### src/verilog/tg_config.svh
// Widths, memory depth and engine count of the traffic generator
// Register map of one engine block, offsets within the block
`ifndef TG_CONFIG_SVH
`define TG_CONFIG_SVH

`define TG_DATA_W       32
`define TG_ADDR_W       10
`define TG_MEM_DEPTH    1024
`define TG_NUM_ENG      2
`define TG_REG_ADDR_W   5

// Each engine owns a block of 8 registers
`define TG_REG_OFF_W    3
`define TG_REG_CTRL     3'd0
`define TG_REG_BASE     3'd1
`define TG_REG_LEN      3'd2
`define TG_REG_SEED     3'd3
`define TG_REG_STATUS   3'd4
`define TG_REG_ERRCNT   3'd5

`endif

### src/verilog/tg_pkg.sv
// Types shared by the traffic generator
// Opcode and engine state enums
package tg_pkg;

        // Bit 1 of the CTRL register
        typedef enum logic {
                TG_OP_WRITE = 1'b0,
                TG_OP_CHECK = 1'b1
        } tg_op_e;

        typedef enum logic [1:0] {
                TG_IDLE  = 2'd0,
                TG_ISSUE = 2'd1,
                TG_DRAIN = 2'd2,
                TG_DONE  = 2'd3
        } tg_state_e;

endpackage

### src/verilog/tg_cfg_regs.sv
// Host register file of the traffic generator
// Programming registers, start pulses and done sticky bits per engine
`timescale 1ns/1ps
`include "tg_config.svh"

module tg_cfg_regs import tg_pkg::*; (
        input  logic                            clk,
        input  logic                            rst_n,
        input  logic                            cfg_we,
        input  logic                            cfg_re,
        input  logic [`TG_REG_ADDR_W-1:0]       cfg_addr,
        input  logic [`TG_DATA_W-1:0]           cfg_wdata,
        output logic [`TG_DATA_W-1:0]           cfg_rdata,
        output logic                            cfg_rvalid,
        output logic [`TG_NUM_ENG-1:0]          start,
        output tg_op_e                          op [`TG_NUM_ENG],
        output logic [`TG_ADDR_W-1:0]           base [`TG_NUM_ENG],
        output logic [`TG_ADDR_W:0]             len [`TG_NUM_ENG],
        output logic [`TG_DATA_W-1:0]           seed [`TG_NUM_ENG],
        input  logic [`TG_NUM_ENG-1:0]          busy,
        input  logic [`TG_NUM_ENG-1:0]          done,
        input  logic [`TG_DATA_W-1:0]           err_cnt [`TG_NUM_ENG]
);
        localparam int BLK_W = `TG_REG_ADDR_W - `TG_REG_OFF_W;

        logic [BLK_W-1:0]               blk;
        logic [`TG_REG_OFF_W-1:0]       off;
        logic [`TG_DATA_W-1:0]          base_q [`TG_NUM_ENG];
        logic [`TG_DATA_W-1:0]          len_q [`TG_NUM_ENG];
        logic [`TG_NUM_ENG-1:0]         done_q;
        logic [`TG_DATA_W-1:0]          rd_val;

        assign blk = cfg_addr[`TG_REG_ADDR_W-1:`TG_REG_OFF_W];
        assign off = cfg_addr[`TG_REG_OFF_W-1:0];

        // Start and done sticky, a start is dropped while the engine runs
        always_ff @(posedge clk or negedge rst_n) begin
                if (!rst_n) begin
                        start  <= '0;
                        done_q <= '0;
                        for (int e = 0; e < `TG_NUM_ENG; e++)
                                op[e] <= TG_OP_WRITE;
                end else begin
                        for (int e = 0; e < `TG_NUM_ENG; e++) begin
                                start[e] <= 1'b0;
                                if (done[e])
                                        done_q[e] <= 1'b1;
                                if (cfg_we && blk == BLK_W'(e) && off == `TG_REG_CTRL &&
                                    cfg_wdata[0] && !busy[e] && !start[e]) begin
                                        start[e]  <= 1'b1;
                                        op[e]     <= tg_op_e'(cfg_wdata[1]);
                                        done_q[e] <= 1'b0;
                                end
                        end
                end
        end

        always_ff @(posedge clk) begin
                for (int e = 0; e < `TG_NUM_ENG; e++) begin
                        if (cfg_we && blk == BLK_W'(e)) begin
                                case (off)
                                `TG_REG_BASE: base_q[e] <= cfg_wdata;
                                `TG_REG_LEN:  len_q[e]  <= cfg_wdata;
                                `TG_REG_SEED: seed[e]   <= cfg_wdata;
                                default: ;
                                endcase
                        end
                end
        end

        // Engines only see the address and count bits they use
        always_comb begin
                for (int e = 0; e < `TG_NUM_ENG; e++) begin
                        base[e] = base_q[e][`TG_ADDR_W-1:0];
                        len[e]  = len_q[e][`TG_ADDR_W:0];
                end
        end

        always_comb begin
                rd_val = '0;
                for (int e = 0; e < `TG_NUM_ENG; e++) begin
                        if (blk == BLK_W'(e)) begin
                                case (off)
                                `TG_REG_CTRL:   rd_val = {30'd0, op[e], 1'b0};
                                `TG_REG_BASE:   rd_val = base_q[e];
                                `TG_REG_LEN:    rd_val = len_q[e];
                                `TG_REG_SEED:   rd_val = seed[e];
                                // Busy covers the cycle between start and the engine
                                `TG_REG_STATUS: rd_val = {30'd0, done_q[e], busy[e] | start[e]};
                                `TG_REG_ERRCNT: rd_val = err_cnt[e];
                                default:        rd_val = '0;
                                endcase
                        end
                end
        end

        always_ff @(posedge clk or negedge rst_n) begin
                if (!rst_n)
                        cfg_rvalid <= 1'b0;
                else
                        cfg_rvalid <= cfg_re;
        end

        always_ff @(posedge clk) begin
                if (cfg_re)
                        cfg_rdata <= rd_val;
        end

endmodule

### config.mk
export PLATFORM = sky130hd
export DESIGN_NAME = tg_cfg_regs
export DESIGN_NICKNAME = d
export VERILOG_FILES = /design/src/verilog/tg_pkg.sv /design/src/verilog/tg_cfg_regs.sv
export VERILOG_INCLUDE_DIRS = /design/src /design/src/verilog
export SDC_FILE = /design/constraint.sdc
export NUM_CORES = 1
export LEC_CHECK = 0
export BUFFER_PORTS_ARGS = -buffer_cell sky130_fd_sc_hd__buf_2
export CAP_MARGIN = 15
export CORE_MARGIN = 10
export CORE_UTILIZATION = 50
export DETAILED_ROUTE_END_ITERATION = 6
export GPL_ROUTABILITY_DRIVEN = 0
export HOLD_SLACK_MARGIN = 0.08
export PLACE_DENSITY = 0.76
export REMOVE_ABC_BUFFERS = 1
export SETUP_SLACK_MARGIN = 0.02
export SLEW_MARGIN = 10
export SYNTH_ARGS = -nofsm -noshare
export SYNTH_HDL_FRONTEND = slang
export SYNTH_SLANG_ARGS = --single-unit
### constraint.sdc
create_clock -name clk -period 2.12 [get_ports clk]
set_input_delay 0.318 -clock clk [delete_from_list [all_inputs] [get_ports clk]]
set_output_delay 0.318 -clock clk [all_outputs]
set_load 0.01 [all_outputs]
==> impl_metrics.ini <==
[pwr]
combPwrFrac_pct = 6.7
swShare_pct = 20.7
ir_worst_vdd_uv = 707
power.switching_mw = 2.04
internal_power_mw = 7.80
power.share.sequential_pct = 52.1
p_leak_nw = 4.35
fin_total_pwr_mw = 9.84
powerDensity_mw_per_mm2 = 849
clkPwrFrac_pct = 41.1

[grt]
grt.overflow.total = 0
grt_max_degree = 61
grt_usage_pct = 20.1
grt_pass1_wl_um = 37900
antenna_found_initial = 0
first_global_vias = 6510

[synthesis]
syn-cell-area_sq_mm = 0.00905
yosysTopAreaCellShare_pct = 74.3
synth.area.top_cells = edfxtp_1 74%, a221oi_1 5.8%, a22o_1 5.8%, buf_4 3.6%, o22ai_1 2.1%
avgSynthCellArea_sq_um = 17.4
yosys_warnings = 0
synth_top_area_cell = edfxtp_1
ys_ff_latch = 231
syn_inst = 521
ys_types = 34
synth-seq-area-share_pct = 76.3

[timing]
min_period_over_period_pct = 74.4
slew_viol_final = 0
hold_viol_final = 0
worstMarginPinSlew_ns = 0.630
setup_viol = 0
whs_ns = 0.0939
fin_skew_ns = 0.00933
timing.fmax_ghz = 0.634
rsz0062_at_grt = no
finalCriticalPeriod_ns = 1.58
maxSlewHeadroom_pct = 57.9

[die]
core_area_sq_mm = 0.0179
fp-row-count = 49
die_h_um = 155
dieArea_sq_mm = 0.0239
io_pins = 252
fp.dieW_um = 155
start_util_pct = 50.6

[setup_path]
critPathRequiredTime_ns = 2.51
worstReg2RegStart = start[1]$_DFF_PN0_
critPathCaptureType = flip-flop
crit_type = input port to flip-flop
worst_r2r_path_depth = 2
crit_path_max_fanout = 7
r2r_slack_ns = 0.72
worstSetupStartpointType = input port
cp.arrival_ns = 1.97
worst_r2r_endpoint = op[0]$_DFFE_PN0P_

[worst_hold_path]
hold_depth = 1
holdCritStartpoint = cfg_wdata[1]
holdPathEnd = len_q[0][1]$_DFFE_PP_
hold_path_class = input port to flip-flop

[run_status]
status = finished, final reports clean

[drt]
ant_nets = 0
firstDrtPassIters = 4
drcViolationCount = 0
num_vias = 6078
wl_um = 25400
drt_iter0_markers = 549
routedWlPerCell_um = 24.7
vias_per_cell = 5.91

[cts]
cts_num_sinks = 231
cts_made_buffers = 24
ctsLongestPathBuffers = 3
cts.repair.resized = 0
root_buffer = clkbuf_16
clk_transition_reported_paths_ns = 0.06
h-tree-depth = 1
cts_tree = done
clock_latency_ns = 0.50

[job]
maxCapViolCount = 0

[cells_and_area]
finalNonFillerCells = 1029
diodes = 0
area_growth_pct = 28.0
fin_nets = 891
final_util_pct = 64.7
drive_gt1_share_pct = 40.8

[place]
dpl.cell_count = 951
place_hpwl_um = 16800
io_buffer_count = 251
-- state kept, by name (all words and copies together) (netlist names) --
signal,cells
base_q,64
len_q,64
seed,64
cfg_rdata,32
done_q,2
op,2
start,2
cfg_rvalid,1
-- layout by cell type (no fill, tap or decap), types with 2 or more instances in the layout --
master	count
buf_2	251
edfxtp_1	224
a22o_1	60
a221oi_1	60
dlygate4sd3_1	34
o22ai_1	31
clkbuf_16	25
buf_4	17
buf_12	11
nand2_1	10
clkbuf_1	8
dfrtp_1	7
nor2_4	6
a21oi_1	5
clkinv_2	5
nor2_1	4
inv_1	4
mux2i_1	4
o21ai_0	3
clkinv_1	3
nor3b_4	2
nor2b_1	2
mux2_2	2
nand3b_1	2
a211oi_1	2
o21a_1	2
bufinv_16	2
-- worst max-delay path by stage --
stage                     slack [ns]         start                 endpoint
final                           0.54  cfg_wdata[0]        op[0]$_DFFE_PN0P_
after CTS                       0.56  cfg_wdata[0]        op[0]$_DFFE_PN0P_
after floorplan                -0.71   cfg_addr[0]  cfg_rdata[10]$_DFFE_PP_
after global routing            0.51  cfg_wdata[0]        op[0]$_DFFE_PN0P_
after detailed placement        0.13   cfg_addr[2]  cfg_rdata[16]$_DFFE_PP_
after global placement          0.20   cfg_addr[2]   cfg_rdata[4]$_DFFE_PP_
-- layout make-up --
type	count	area, sq um
clock buffer	33	656
inverter	4	15.0
clock inverter	11	104
sequential	231	6900
tap	229	287
fill	1270	6320
multi-input combinational	208	1680
timing repair buffer	313	1940
-- power groups by stage --
| stage | clock [mW] | combinational [mW] | sequential (mW) |
|---|---|---|---|
| floorplan | 0 | 0.217 | 5.25 |
| detailed placement | 0 | 0.607 | 5.22 |
| CTS | 4.10 | 0.660 | 5.13 |
| finish | 4.05 | 0.661 | 5.13 |
| global placement | 0 | 0.584 | 5.22 |
| global route | 4.30 | 0.709 | 5.13 |
-- routing by layer --
metal,part of all wire (%),track usage (%)
met1,37,24.2
met2,51,34.6
met3,10,5.13
met4,1.6,6.39
met5,0,0
-- cell usage after synthesis, drive strengths merged --
cell / count
a211oi: 2
a21oi: 5
a221oi: 60
a22o: 60
a22oi: 1
a31oi: 1
a32o: 1
and2: 1
and2b: 1
and3b: 1
buf: 65
clkbuf: 13
dfrtp: 7
edfxtp: 224
inv: 4
mux2: 3
mux2i: 4
nand2: 10
nand2b: 1
nand3b: 2
nor2: 10
nor2b: 2
nor3b: 3
o211ai: 1
o21a: 2
o21ai: 3
o221ai: 1
o22ai: 31
or4: 2
-- through the flow --
| stage | instance area, sq um | setup WS, ns | TNS (ns) |
|---|---|---|---|
| global placement | 10500 | 0.197 | 0 |
| floorplan | 8530 | -0.707 | -76.81 |
| global route | 11600 | 0.515 | 0 |
| detailed placement | 10500 | 0.133 | 0 |
| CTS | 11600 | 0.556 | 0 |
| finish | 11600 | 0.542 | 0 |
-- worst max-delay path, cell delays in order --
cell,delay [ns]
dlygate4sd3_1,0.53
buf_2,0.17
nand3b_1,0.12
or4_4,0.52
mux2_4,0.31
-- cells by family (layout without fill, tap and decap cells) --
family | Yosys count | in the layout | share of synthesized area (%)
DFF | 231 | 231 | 76.3
AOI/OAI and AO/OA | 168 | 168 | 15.0
buffers and inverters | 82 | 361 | 5.90
and+or+nand+nor | 33 | 33 | 2.02
muxes | 7 | 7 | 0.857
-- what timing repair did --
item | 4_1_cts | 5_1_grt
setup buffers | 0 | 0
hold buffers | 34 | 0
endpoints found under the hold margin | 190 | 0
(Power assumes the default switching activity.)
