[src/verilog/tg_config.svh]
// Widths, memory depth and engine count of the traffic generator
// Register map of one engine block, offsets within the block
`ifndef TG_CONFIG_SVH
`define TG_CONFIG_SVH

`define TG_DATA_W       32
`define TG_ADDR_W       10
`define TG_MEM_DEPTH    1024
`define TG_NUM_ENG      2
`define TG_REG_ADDR_W   5

// Each engine owns a block of 8 registers
`define TG_REG_OFF_W    3
`define TG_REG_CTRL     3'd0
`define TG_REG_BASE     3'd1
`define TG_REG_LEN      3'd2
`define TG_REG_SEED     3'd3
`define TG_REG_STATUS   3'd4
`define TG_REG_ERRCNT   3'd5

`endif

[src/verilog/tg_pkg.sv]
// Types shared by the traffic generator
// Opcode and engine state enums
package tg_pkg;

        // Bit 1 of the CTRL register
        typedef enum logic {
                TG_OP_WRITE = 1'b0,
                TG_OP_CHECK = 1'b1
        } tg_op_e;

        typedef enum logic [1:0] {
                TG_IDLE  = 2'd0,
                TG_ISSUE = 2'd1,
                TG_DRAIN = 2'd2,
                TG_DONE  = 2'd3
        } tg_state_e;

endpackage

[src/verilog/tg_engine.sv]
// Traffic generator engine
// Writes an xorshift pattern over a region, or reads it back
// and counts the words that differ from the regenerated pattern
`timescale 1ns/1ps
`include "tg_config.svh"

module tg_engine import tg_pkg::*; (
        input  logic                    clk,
        input  logic                    rst_n,
        input  logic                    start,
        input  tg_op_e                  op,
        input  logic [`TG_ADDR_W-1:0]   base,
        input  logic [`TG_ADDR_W:0]     len,
        input  logic [`TG_DATA_W-1:0]   seed,
        output logic                    busy,
        output logic                    done,
        output logic [`TG_DATA_W-1:0]   err_cnt,
        output logic                    mem_req,
        output logic                    mem_we,
        output logic [`TG_ADDR_W-1:0]   mem_addr,
        output logic [`TG_DATA_W-1:0]   mem_wdata,
        input  logic                    mem_gnt,
        input  logic                    mem_rvalid,
        input  logic [`TG_DATA_W-1:0]   mem_rdata
);
        tg_state_e              state;
        tg_op_e                 op_q;
        logic [`TG_ADDR_W:0]    issue_left;
        logic [`TG_ADDR_W:0]    ret_left;
        logic [`TG_ADDR_W-1:0]  addr_q;
        logic [`TG_DATA_W-1:0]  issue_val;
        logic [`TG_DATA_W-1:0]  exp_val;
        logic                   launch;

        // xorshift32, shifts 13, 17, 5
        function automatic logic [`TG_DATA_W-1:0] xs_next(input logic [`TG_DATA_W-1:0] v);
                logic [`TG_DATA_W-1:0] t;
                t = v ^ (v << 13);
                t = t ^ (t >> 17);
                t = t ^ (t << 5);
                return t;
        endfunction

        assign launch = start && (state == TG_IDLE || state == TG_DONE);

        always_ff @(posedge clk or negedge rst_n) begin
                if (!rst_n) begin
                        state      <= TG_IDLE;
                        op_q       <= TG_OP_WRITE;
                        issue_left <= '0;
                        ret_left   <= '0;
                        err_cnt    <= '0;
                end else begin
                        // Check data can come back while reads are still issued
                        if (mem_rvalid) begin
                                ret_left <= ret_left - 1'b1;
                                if (mem_rdata != exp_val)
                                        err_cnt <= err_cnt + 1'b1;
                        end
                        case (state)
                        TG_IDLE, TG_DONE: begin
                                state <= TG_IDLE;
                                if (launch) begin
                                        op_q       <= op;
                                        issue_left <= len;
                                        ret_left   <= len;
                                        err_cnt    <= '0;
                                        state      <= (len == '0) ? TG_DONE : TG_ISSUE;
                                end
                        end
                        TG_ISSUE: begin
                                if (mem_gnt) begin
                                        issue_left <= issue_left - 1'b1;
                                        if (issue_left == 1)
                                                state <= (op_q == TG_OP_WRITE) ? TG_DONE : TG_DRAIN;
                                end
                        end
                        TG_DRAIN: begin
                                if (mem_rvalid && ret_left == 1)
                                        state <= TG_DONE;
                        end
                        default: state <= TG_IDLE;
                        endcase
                end
        end

        // Issue side steps on grants, expect side on returned reads
        always_ff @(posedge clk) begin
                if (launch) begin
                        addr_q    <= base;
                        issue_val <= seed;
                        exp_val   <= seed;
                end else begin
                        if (state == TG_ISSUE && mem_gnt) begin
                                addr_q    <= addr_q + 1'b1;
                                issue_val <= xs_next(issue_val);
                        end
                        if (mem_rvalid)
                                exp_val <= xs_next(exp_val);
                end
        end

        assign mem_req   = (state == TG_ISSUE);
        assign mem_we    = (op_q == TG_OP_WRITE);
        assign mem_addr  = addr_q;
        assign mem_wdata = issue_val;
        assign busy      = (state == TG_ISSUE) || (state == TG_DRAIN);
        assign done      = (state == TG_DONE);

endmodule

[config.mk]
export PLATFORM = sky130hd
export DESIGN_NAME = tg_engine
export DESIGN_NICKNAME = d
export VERILOG_FILES = /design/src/verilog/tg_pkg.sv /design/src/verilog/tg_engine.sv
export VERILOG_INCLUDE_DIRS = /design/src /design/src/verilog
export SDC_FILE = /design/constraint.sdc
export NUM_CORES = 1
export LEC_CHECK = 0
export ABC_AREA = 1
export BUFFER_PORTS_ARGS = -buffer_cell sky130_fd_sc_hd__buf_2
export CAP_MARGIN = 20
export CORE_MARGIN = 4
export CORE_UTILIZATION = 30
export DETAILED_ROUTE_END_ITERATION = 10
export GPL_TIMING_DRIVEN = 1
export PLACE_DENSITY = 0.54
export RECOVER_POWER = 25
export SETUP_SLACK_MARGIN = 0.5
export SYNTH_ARGS = -nofsm -noshare
export SYNTH_HDL_FRONTEND = slang
export SYNTH_SLANG_ARGS = --single-unit
export TNS_END_PERCENT = 20
[constraint.sdc]
create_clock -name clk -period 4.7 [get_ports clk]
set_input_delay 0.47 -clock clk [delete_from_list [all_inputs] [get_ports clk]]
set_output_delay 0.47 -clock clk [all_outputs]
set_load 0.02 [all_outputs]
==> run metrics, run 1 <==
status=complete, no violations; Die W=178 um; Tot GR Track Use=16.3%; Synth cell types=39; CTS tree=yes; area share of the largest cell type after synthesis=25.6%; CP delay by family, top=buffers and inverters; total setup buffers inserted after CTS=0; met1 Use GR=22.6%; clk sinks=131; Global Route met3 Usage=3.60%; FMAX=368 MHz; hold buffer count at CTS=0; Setup crit end kind=flip-flop; H-Tree Depth=4; predominant post-synthesis flop cell=edfxtp_1; highest-count cells in the layout ignoring fill and taps=nand2_1, buf_2, nor2_1, inv_1, xnor2_1; pwr dens=833 nW/um^2; Die Area=31700 sq um; clock skew=0.0150 ns; final hold vios=0; static leakage=4.63 nW; gpl congestion=0.864; CTS clock-pin slew for the worst setup and hold paths=0.07 ns; Yosys reg bits=131; Fillers=2932; FFs w/ async S/R, synth=43.5%; Critical Path AT=3.01 ns; Initial Util=30.8%; Max clock buf depth=2; Post-DRT Antenna Nets=0; Yosys warnings=0; Hold Crit Class=in2async; largest net degree at the start of global routing=75; top post-synthesis cells by area=edfxtp_1, dfrtp_1, nand2_1; I/O Buffers=168; Fin Setup TNS=0 ns; endpoints failing setup=0; CP Max Fanout=58; synth-to-layout area growth=20.5%; Root Buffer=clkbuf_16; CP dominant cell by count=inv_1; buffer and inverter count on the worst path=3; startpoint types=flip-flop; Worst-Margin Slew=0.905 ns; TritonRoute pass-1 iters=5; max incr delay on CP=0.60 ns; via density per instance=4.61; Final Cycle Share=57.8%; syn nets=1222; first-pass GRT wire length=40.2 mm; Core ar.=28200 sq um; max-slew violations=0; Gate Count Post-Synth=1122; routed length per instance=15.6 um; layout cells sized above 1=14.9%; Post-synth EDFFs=74; post-synth top area cell=edfxtp_1; DR iter-0 viols=514; detailed placer's ending HPWL=19.5 mm; met2 global-route usage=26.1%; Vias=7710; crit path max-delay cell type=clkinv_2; Post-Route WL=26.1 mm; syn avg cell area=7.73 sq um; worst path cell trace=inv_1, ha_1, nand2_2, clkinv_2, o22ai_2, inv_1, o211ai_1, o21ai_0; final core occ=37.1%; Core Rows=61; most common cell after layout, fill and taps aside=nand2_1; DR DRC count=0; RSZ-0062 raised after global routing=false; initial antenna violation count=3; hold_ws=0.193 ns; sequential fraction of the synthesis area=42.1%; Total Nets Final=1381; Die Span Y=178 um; GRT busiest layer=met2; GRT Residual Overflow=0; Max-slew headroom=39.4%; worst endpoint required time=4.99 ns; IO Pins=169; minimum clock period=2.72 ns; vias in the first global route=7335; Post-Syn Area=8670 sq um; maxcap violations=0; number of CTS-inserted buffers=17; post-CTS sizing=0; Max VDD drop=0.410 mV; Worst-Skew Late Latency=0.43 ns; Setup CP Type=reg2reg
==> final cells by class <==
type	count	area, sq um	area share (%)
inverters	107	403	3.86
clock inverters	15	190	1.82
well taps	378	473	4.53
flip-flops and latches	131	3650	34.9
multi-input cells	851	4460	42.7
diodes	1	2.50	0.0240
repair buffers	173	843	8.07
clock buffers	17	425	4.07
==> worst reg2reg max path, delay by kind of cell, from the launching register on <==
family          cells  cell delay, ns
flops               1            0.39
buf+inv             3            0.97
compound gates      3            0.79
fa+ha+maj           1            0.33
simple gates        1            0.10
==> synth_stat cells (all sizes together), types with 2 or more instances <==
cell type and count:
nand3 59, buf 19, a31oi 2, nor3 8, edfxtp 74, clkbuf 14
nand3b 3, nor4 3, o31ai 3, xnor2 82, a22oi 2, a21oi 26
inv 107, dfrtp 57, nand2 347, xor2 77, nor2 127, nand4 18
o21ai 73, ha 9, o22ai 4
==> report_power, final <==
part	internal (mW)	total (mW)	leakage [nW]	switching, mW
sequential	2.15	2.67	1.47	0.524
combinational	1.77	4.61	2.86	2.85
clock	0.811	1.42	0.300	0.607
==> metal layers <==
| metal | share of wire (%) | wire length (um) | vias up |
|---|---|---|---|
| met5 | 0.13 | 34 | - |
| met4 | 1.1 | 284 | 4 |
| met3 | 5.8 | 1510 | 29 |
| met2 | 47 | 12200 | 225 |
| met1 | 46 | 12000 | 3530 |
| li1 | - | - | 3922 |
==> stage by stage <==
step | worst slack [ns] | std cells | area [sq um] | total power, mW
floorplan | 1.18 | 1122 | 8670 | 6.13
global placement | 2.04 | 1640 | 9860 | 7.31
detailed placement | 1.93 | 1640 | 9860 | 7.35
finish | 1.98 | 1673 | 10400 | 8.70
CTS | 1.93 | 1672 | 10500 | 8.81
global route | 1.69 | 1672 | 10400 | 9.44
==> logic make-up after synthesis <==
logic type                 count (synthesis)  synth area share [%]
AOI/OAI and AO/OA                        115                  7.14
buffers and inverters                    140                  6.62
and+or+nand+nor                          568                  26.8
xor gates and xnor gates                 159                  16.1
DFF                                      131                  42.1
adders and majority gates                  9                  1.30
==> worst paths after layout <==
check                              start             to  slack, ns  depth (start not counted)
min                                rst_n    err_cnt[28]       0.19                          2
max reg2reg                     state[0]  issue_left[1]       1.98                          8
min in group clk                      op           op_q       0.25                          3
min reg2reg                issue_left[5]  issue_left[5]       0.53                          1
max in group asynchronous          rst_n    ret_left[0]       3.98                          2
max                             state[0]  issue_left[1]       1.98                          8
==> state kept, by name, summed over array words and instances, names as in the netlist <==
| name | flops |
|---|---|
| state | 2 |
| issue_left | 11 |
| ret_left | 11 |
| exp_val | 32 |
| err_cnt | 32 |
| mem_addr | 10 |
| op_q | 1 |
| mem_wdata | 32 |
Power figures use the tool's default switching activity.
==> inputs of run 2 (changes only) <==
- ABC_AREA: 1 -> 0
- PLACE_DENSITY: 0.54 -> 0.55
- clock period: 4.7 -> 2.27 ns (I/O delays scaled with it)
==> run metrics, run 2 <==
status=complete, no violations; clk sinks=131 (unchanged); clock skew=0.0132 ns (-0.00180 ns); H-Tree Depth=4 (unchanged); first-pass GRT wire length=36.7 mm (-8.8%); FFs w/ async S/R, synth=43.5% (unchanged); static leakage=4.06 nW (-12%); GRT Residual Overflow=0 (unchanged); Tot GR Track Use=16.4% (+0.11 points); most numerous cell in the Yosys netlist=xnor2_1; hold_ws=0.0172 ns (-0.176 ns); Die W=168 um (-5.4%); Post-Route WL=24.1 mm (-7.5%); Core ar.=25300 sq um (-10%); Max VDD drop=1.39 mV (+240%); gpl congestion=0.816 (-5.6%); Global Route met3 Usage=3.62% (+0.017 points); Die Area=28400 sq um (-10%); Post-Layout Cell Count=1337 (-20%); syn avg cell area=10.1 sq um (+30%); layout cells sized above 1=28.7% (+14 points); CP Max Fanout=7 (-88%); Gate Count Post-Synth=766 (-32%); Final Cycle Share=89.9% (+32 points); I/O Buffers=168 (unchanged); Post-synth EDFFs=74 (unchanged); syn nets=866 (-29%); Vias=6549 (-15%); DR iter-0 viols=403 (-22%); met1 Use GR=21.7% (-0.96 points); Max clock buf depth=2 (unchanged); TritonRoute pass-1 iters=5 (unchanged); Setup crit end kind=flip-flop; Worst-Skew Late Latency=0.43 ns (about the same); DR DRC count=0 (unchanged); via density per instance=4.90 (+6.3%); Initial Util=30.6% (-0.20 points); synth-to-layout area growth=33.3%; CTS tree=yes; Setup CP Type=reg2reg; sequential cell area=3660 sq um (+0.38%); Switching Share=41.4% (-4.3 points); Seq pwr share=28.0% (-2.7 points); largest net degree at the start of global routing=55 (-27%); number of CTS-inserted buffers=17 (unchanged); startpoint types=flip-flop; Worst-Margin Slew=1.43 ns (+0.522 ns); met2 global-route usage=27.5% (+1.4 points); Post-Place Cells=1268 (-23%); highest-count cells in the layout ignoring fill and taps=xnor2_1, buf_2, edfxtp_1, a21oi_1, nor2_1; detailed placer's ending HPWL=17.8 mm (-8.6%); internal cell power=11.5 mW (+140%); routed length per instance=18.0 um (+16%); predominant post-synthesis flop cell=edfxtp_1; vias in the first global route=6475 (-12%); dpl cell area=9260 sq um (-6.2%); multi-input logic area=4040 sq um (-9.4%); minimum clock period=2.04 ns (-0.677 ns); Hold Crit Class=in2reg; final instance area=10300 sq um (-1.4%); worst path cell trace=and3_1, nand4_4, or3_1, or4_1, a21oi_1; final hold vios=0 (unchanged); area share of the largest cell type after synthesis=28.8% (+3.1 points); Fin Setup TNS=0 ns (unchanged); post-synth top area cell=edfxtp_1; Post-DRT Antenna Nets=0 (unchanged); RSZ-0062 raised after global routing=true; Comb pwr share=55.8% (+2.8 points); sequential fraction of the synthesis area=47.2% (+5.2 points); FMAX=490 MHz (+33%); final core occ=40.8% (+3.7 points); Yosys warnings=0 (unchanged); Synth cell types=52 (+33%); crit path max-delay cell type=or4_1; max incr delay on CP=0.48 ns (-0.12 ns); top post-synthesis cells by area=edfxtp_1, dfrtp_1, xnor2_1; Root Buffer=clkbuf_16; Yosys reg bits=131 (unchanged); worst endpoint required time=2.62 ns (-2.37 ns); maxcap violations=0 (unchanged); endpoints failing setup=0 (unchanged); initial antenna violation count=0 (-3); Max-slew headroom=4.86% (-35 points); CTS clock-pin slew for the worst setup and hold paths=0.06 ns (about the same); Critical Path AT=2.39 ns (-0.62 ns); most common cell after layout, fill and taps aside=xnor2_1; Post-synth top cells=xnor2_1, edfxtp_1, a21oi_1; clock power share=16.2% (about the same); GRT busiest layer=met2; Post-Syn Area=7720 sq um (-11%); Fillers=2543 (-13%); Core Rows=58 (-4.9%); Inserted Diodes=0 (-1); max-slew violations=0 (unchanged); Total Nets Final=1095 (-21%); P_sw=8.12 mW (+100%); Die Span Y=168 um (-5.4%); pwr dens=1900 nW/um^2 (+130%); IO Pins=169 (unchanged)
## run 2: layout make-up
cell class / count / share of cell area [%]
multi-input cells: 586 / 39.2
flip-flops and latches: 131 / 35.6
repair buffers: 241 / 14.2
clock buffers: 17 / 4.13
well taps: 330 / 4.01
clock inverters: 14 / 2.26
inverters: 18 / 0.656
## run 2: worst max-delay path: cells and delay by family, from the launching register on
family	cells	cell delay, ns
AND/OR/NAND/NOR	4	1.37
AO/OA/AOI/OAI	1	0.15
flip-flops	1	0.44
## run 2: cell families (layout without fill, tap and decap cells)
kind of cell	after synthesis	in the layout	synth area share [%]
fa+ha+maj	9	9	1.46
buf+inv	49	290	2.51
mux	3	3	0.389
simple gates	222	222	14.0
flops	131	131	47.2
xor+xnor	190	190	21.5
compound gates	162	162	12.9
## run 2: final timing paths
path	cells after the start	slack (ns)	start	endpoint
worst max-delay path	5	0.23	err_cnt[5]	err_cnt[26]
worst min register to register	1	0.52	issue_left[6]	issue_left[6]
worst max register to register	5	0.23	err_cnt[5]	err_cnt[26]
worst min-delay path	3	0.02	op	op_q
min in group asynchronous	2	0.66	rst_n	err_cnt[11]
max in group asynchronous	2	0.67	rst_n	err_cnt[13]
## run 2: repair_timing
| item | in CTS | in global routing |
|---|---|---|
| gates resized for setup | 10 | 16 |
| gates cloned | 0 | 1 |
| setup buffers | 13 | 23 |
| hold buffers | 1 | 0 |
| endpoints found under the setup margin | 147 | 124 |
| pin swaps | 4 | 16 |
| hold endpoints to repair | 21 | 0 |
## run 2: through the flow
| stage | setup WS (ns) | power (mW) |
|---|---|---|
| floorplan | 0.337 | 13.0 |
| global placement | 0.108 | 15.9 |
| detailed placement | 0.117 | 16.0 |
| CTS | 0.195 | 19.5 |
| global route | 0.0953 | 21.0 |
| finish | 0.229 | 19.6 |
## run 2: metal layers
metal | vias to the layer above | routed length (um) | share of wire [%]
met1 | 3172 | 10700 | 44
met5 | - | 0 | 0
li1 | 3140 | - | -
met2 | 214 | 11700 | 48
met3 | 23 | 1460 | 6.1
met4 | 0 | 259 | 1.1
## run 2: power by group through the flow
stage          logic, mW  clock network, mW  registers [mW]
6_report            10.9               3.17            5.49
5_1_grt             12.0               3.33            5.63
4_1_cts             10.7               3.22            5.52
3_5_place_dp        10.5                  0            5.57
3_3_place_gp        10.4                  0            5.55
2_1_floorplan       7.12                  0            5.85
==> inputs of run 3 (changes only) <==
- CELL_PAD_IN_SITES_DETAIL_PLACEMENT: not set -> 1
- CELL_PAD_IN_SITES_GLOBAL_PLACEMENT: not set -> 2
- CORE_MARGIN: 4 -> 8
- PLACE_DENSITY: 0.55 -> 0.79
- RECOVER_POWER: 25 -> 50
==> run metrics, run 3 (synthesis gave the netlist of run 2 again) <==
status=complete, no violations; layout cells sized above 1=26.5% (-2.2 points); routed length per instance=20.4 um (+13%); Setup crit end kind=flip-flop; DR iter-0 viols=418 (+3.7%); Global Route met3 Usage=3.57% (-0.052 points); first-pass GRT wire length=41.1 mm (+12%); Core Rows=58 (unchanged); multi-input logic area=4150 sq um (+2.7%); Reg2Reg Depth=8 (+3); H-Tree Depth=4 (unchanged); Core ar.=25300 sq um (unchanged); FMAX=476 MHz (-2.8%); Initial Util=30.6% (unchanged); reg2reg start=exp_val[23]; R2R Path End=err_cnt[27]; worst endpoint required time=2.58 ns (-0.04 ns); Max clock buf depth=2 (unchanged); Fillers=2938 (+16%); detailed placer's ending HPWL=19.8 mm (+11%); Worst Setup SP=exp_val[23]; Hold Crit Class=in2reg; Critical Path AT=2.41 ns (+0.02 ns); CTS tree=yes; I/O Buffers=168 (unchanged); met2 global-route usage=28.4% (+0.87 points); static leakage=3.97 nW (-2.3%); Inserted Diodes=0 (unchanged); Setup CP Type=reg2reg; Die Area=31100 sq um (+9.7%); maxcap violations=0 (unchanged); startpoint types=flip-flop; Vias=6738 (+2.9%); final core occ=41.3% (+0.50 points); most common cell after layout, fill and taps aside=xnor2_1; highest-count cells in the layout ignoring fill and taps=xnor2_1, buf_2, edfxtp_1, clkbuf_1, nor2_1; crit path to=err_cnt[27]; Tot GR Track Use=17.0% (+0.57 points); Die W=176 um (+4.7%); GRT busiest layer=met2; sequential cell area=3660 sq um (-0.10%); endpoints failing setup=0 (unchanged); Post-Route WL=27.5 mm (+14%); Worst-Margin Slew=0.876 ns (-0.551 ns); IO Pins=169 (unchanged); TritonRoute pass-1 iters=4 (-1); Root Buffer=clkbuf_16; pwr dens=1880 nW/um^2 (-1.3%); CTS clock-pin slew for the worst setup and hold paths=0.06 ns (about the same); synth-to-layout area growth=35.0%; via density per instance=4.99 (+2.0%); max-slew violations=0 (unchanged); largest net degree at the start of global routing=60 (+9.1%); DR DRC count=0 (unchanged); clock skew=0.0112 ns (-0.00194 ns); Final Cycle Share=92.5% (+2.6 points); Max VDD drop=1.10 mV (-21%); GRT Residual Overflow=0 (unchanged); RSZ-0062 raised after global routing=true; met1 Use GR=21.7% (+0.040 points); Worst-Skew Late Latency=0.42 ns (about the same); Die Span Y=176 um (+4.7%); number of CTS-inserted buffers=17 (unchanged); CP Max Fanout=8 (+1); initial antenna violation count=0 (unchanged); Fin Setup TNS=0 ns (unchanged); final hold vios=0 (unchanged); gpl congestion=0.828 (+1.5%); r2r setup slk=0.17 ns (-0.06 ns); Total Nets Final=1106 (+1.0%); minimum clock period=2.10 ns (+0.0589 ns); vias in the first global route=7108 (+9.8%); Post-DRT Antenna Nets=0 (unchanged); clk sinks=131 (unchanged); Max-slew headroom=41.6% (+37 points)
run 3: power breakdown:
group | switching (mW) | total (mW) | internal, mW
sequential | 1.07 | 5.56 | 4.48
combinational | 6.21 | 11.1 | 4.91
clock | 1.16 | 2.89 | 1.74
run 3: metrics by stage:
stage / power (mW) / std cells / setup WS (ns) / area (sq um) / hold WS [ns]
6_report: 19.6 / 1349 / 0.170 / 10400 / 0.0489
5_1_grt: 21.0 / 1349 / 0.0675 / 10400 / 0.0498
4_1_cts: 19.6 / 1316 / 0.0978 / 10100 / 0.0416
3_5_place_dp: 16.3 / 1269 / 0.0847 / 9250 / 0.319
3_3_place_gp: 16.0 / 1269 / 0.0708 / 9250 / 0.304
2_1_floorplan: 13.0 / 766 / 0.337 / 7800 / -0.0686
run 3: worst min path at each step:
stage	startpoint	end	slack (ns)	cells past startpoint
floorplan	rst_n	err_cnt[0]	-0.07	0
global placement	rst_n	err_cnt[2]	0.30	1
detailed placement	rst_n	err_cnt[2]	0.32	1
CTS	len[3]	ret_left[3]	0.04	3
global route	len[3]	ret_left[3]	0.05	3
finish	len[1]	ret_left[1]	0.05	3
run 3: area by class of cell:
cell class / count / area share [%]
well taps: 330 / 3.96
multi-input cells: 586 / 39.8
clock buffers: 17 / 4.08
flip-flops and latches: 131 / 35.1
clock inverters: 15 / 1.74
repair buffers: 252 / 14.7
inverters: 18 / 0.648
run 3: worst max-delay path: stages (launching register included):
cell	delay, ns
edfxtp_1	0.44
xnor2_2	0.17
nand4_1	0.20
nor4_4	0.45
buf_12	0.19
a2111oi_4	0.07
buf_6	0.15
and3_4	0.14
o21a_1	0.17
run 3: routing by layer:
metal	up-vias	wire length [um]
li1	3168	-
met1	3352	12000
met2	186	13300
met3	32	1660
met4	0	481
met5	-	0
run 3: what timing repair did:
action / in CTS / in global routing
gates cloned: 2 / 3
setup endpoints to repair: 191 / 184
endpoints found under the hold margin: 26 / 0
gates resized for setup: 27 / 33
pin swaps: 14 / 30
hold buffers: 2 / 0
buffers inserted: 11 / 30
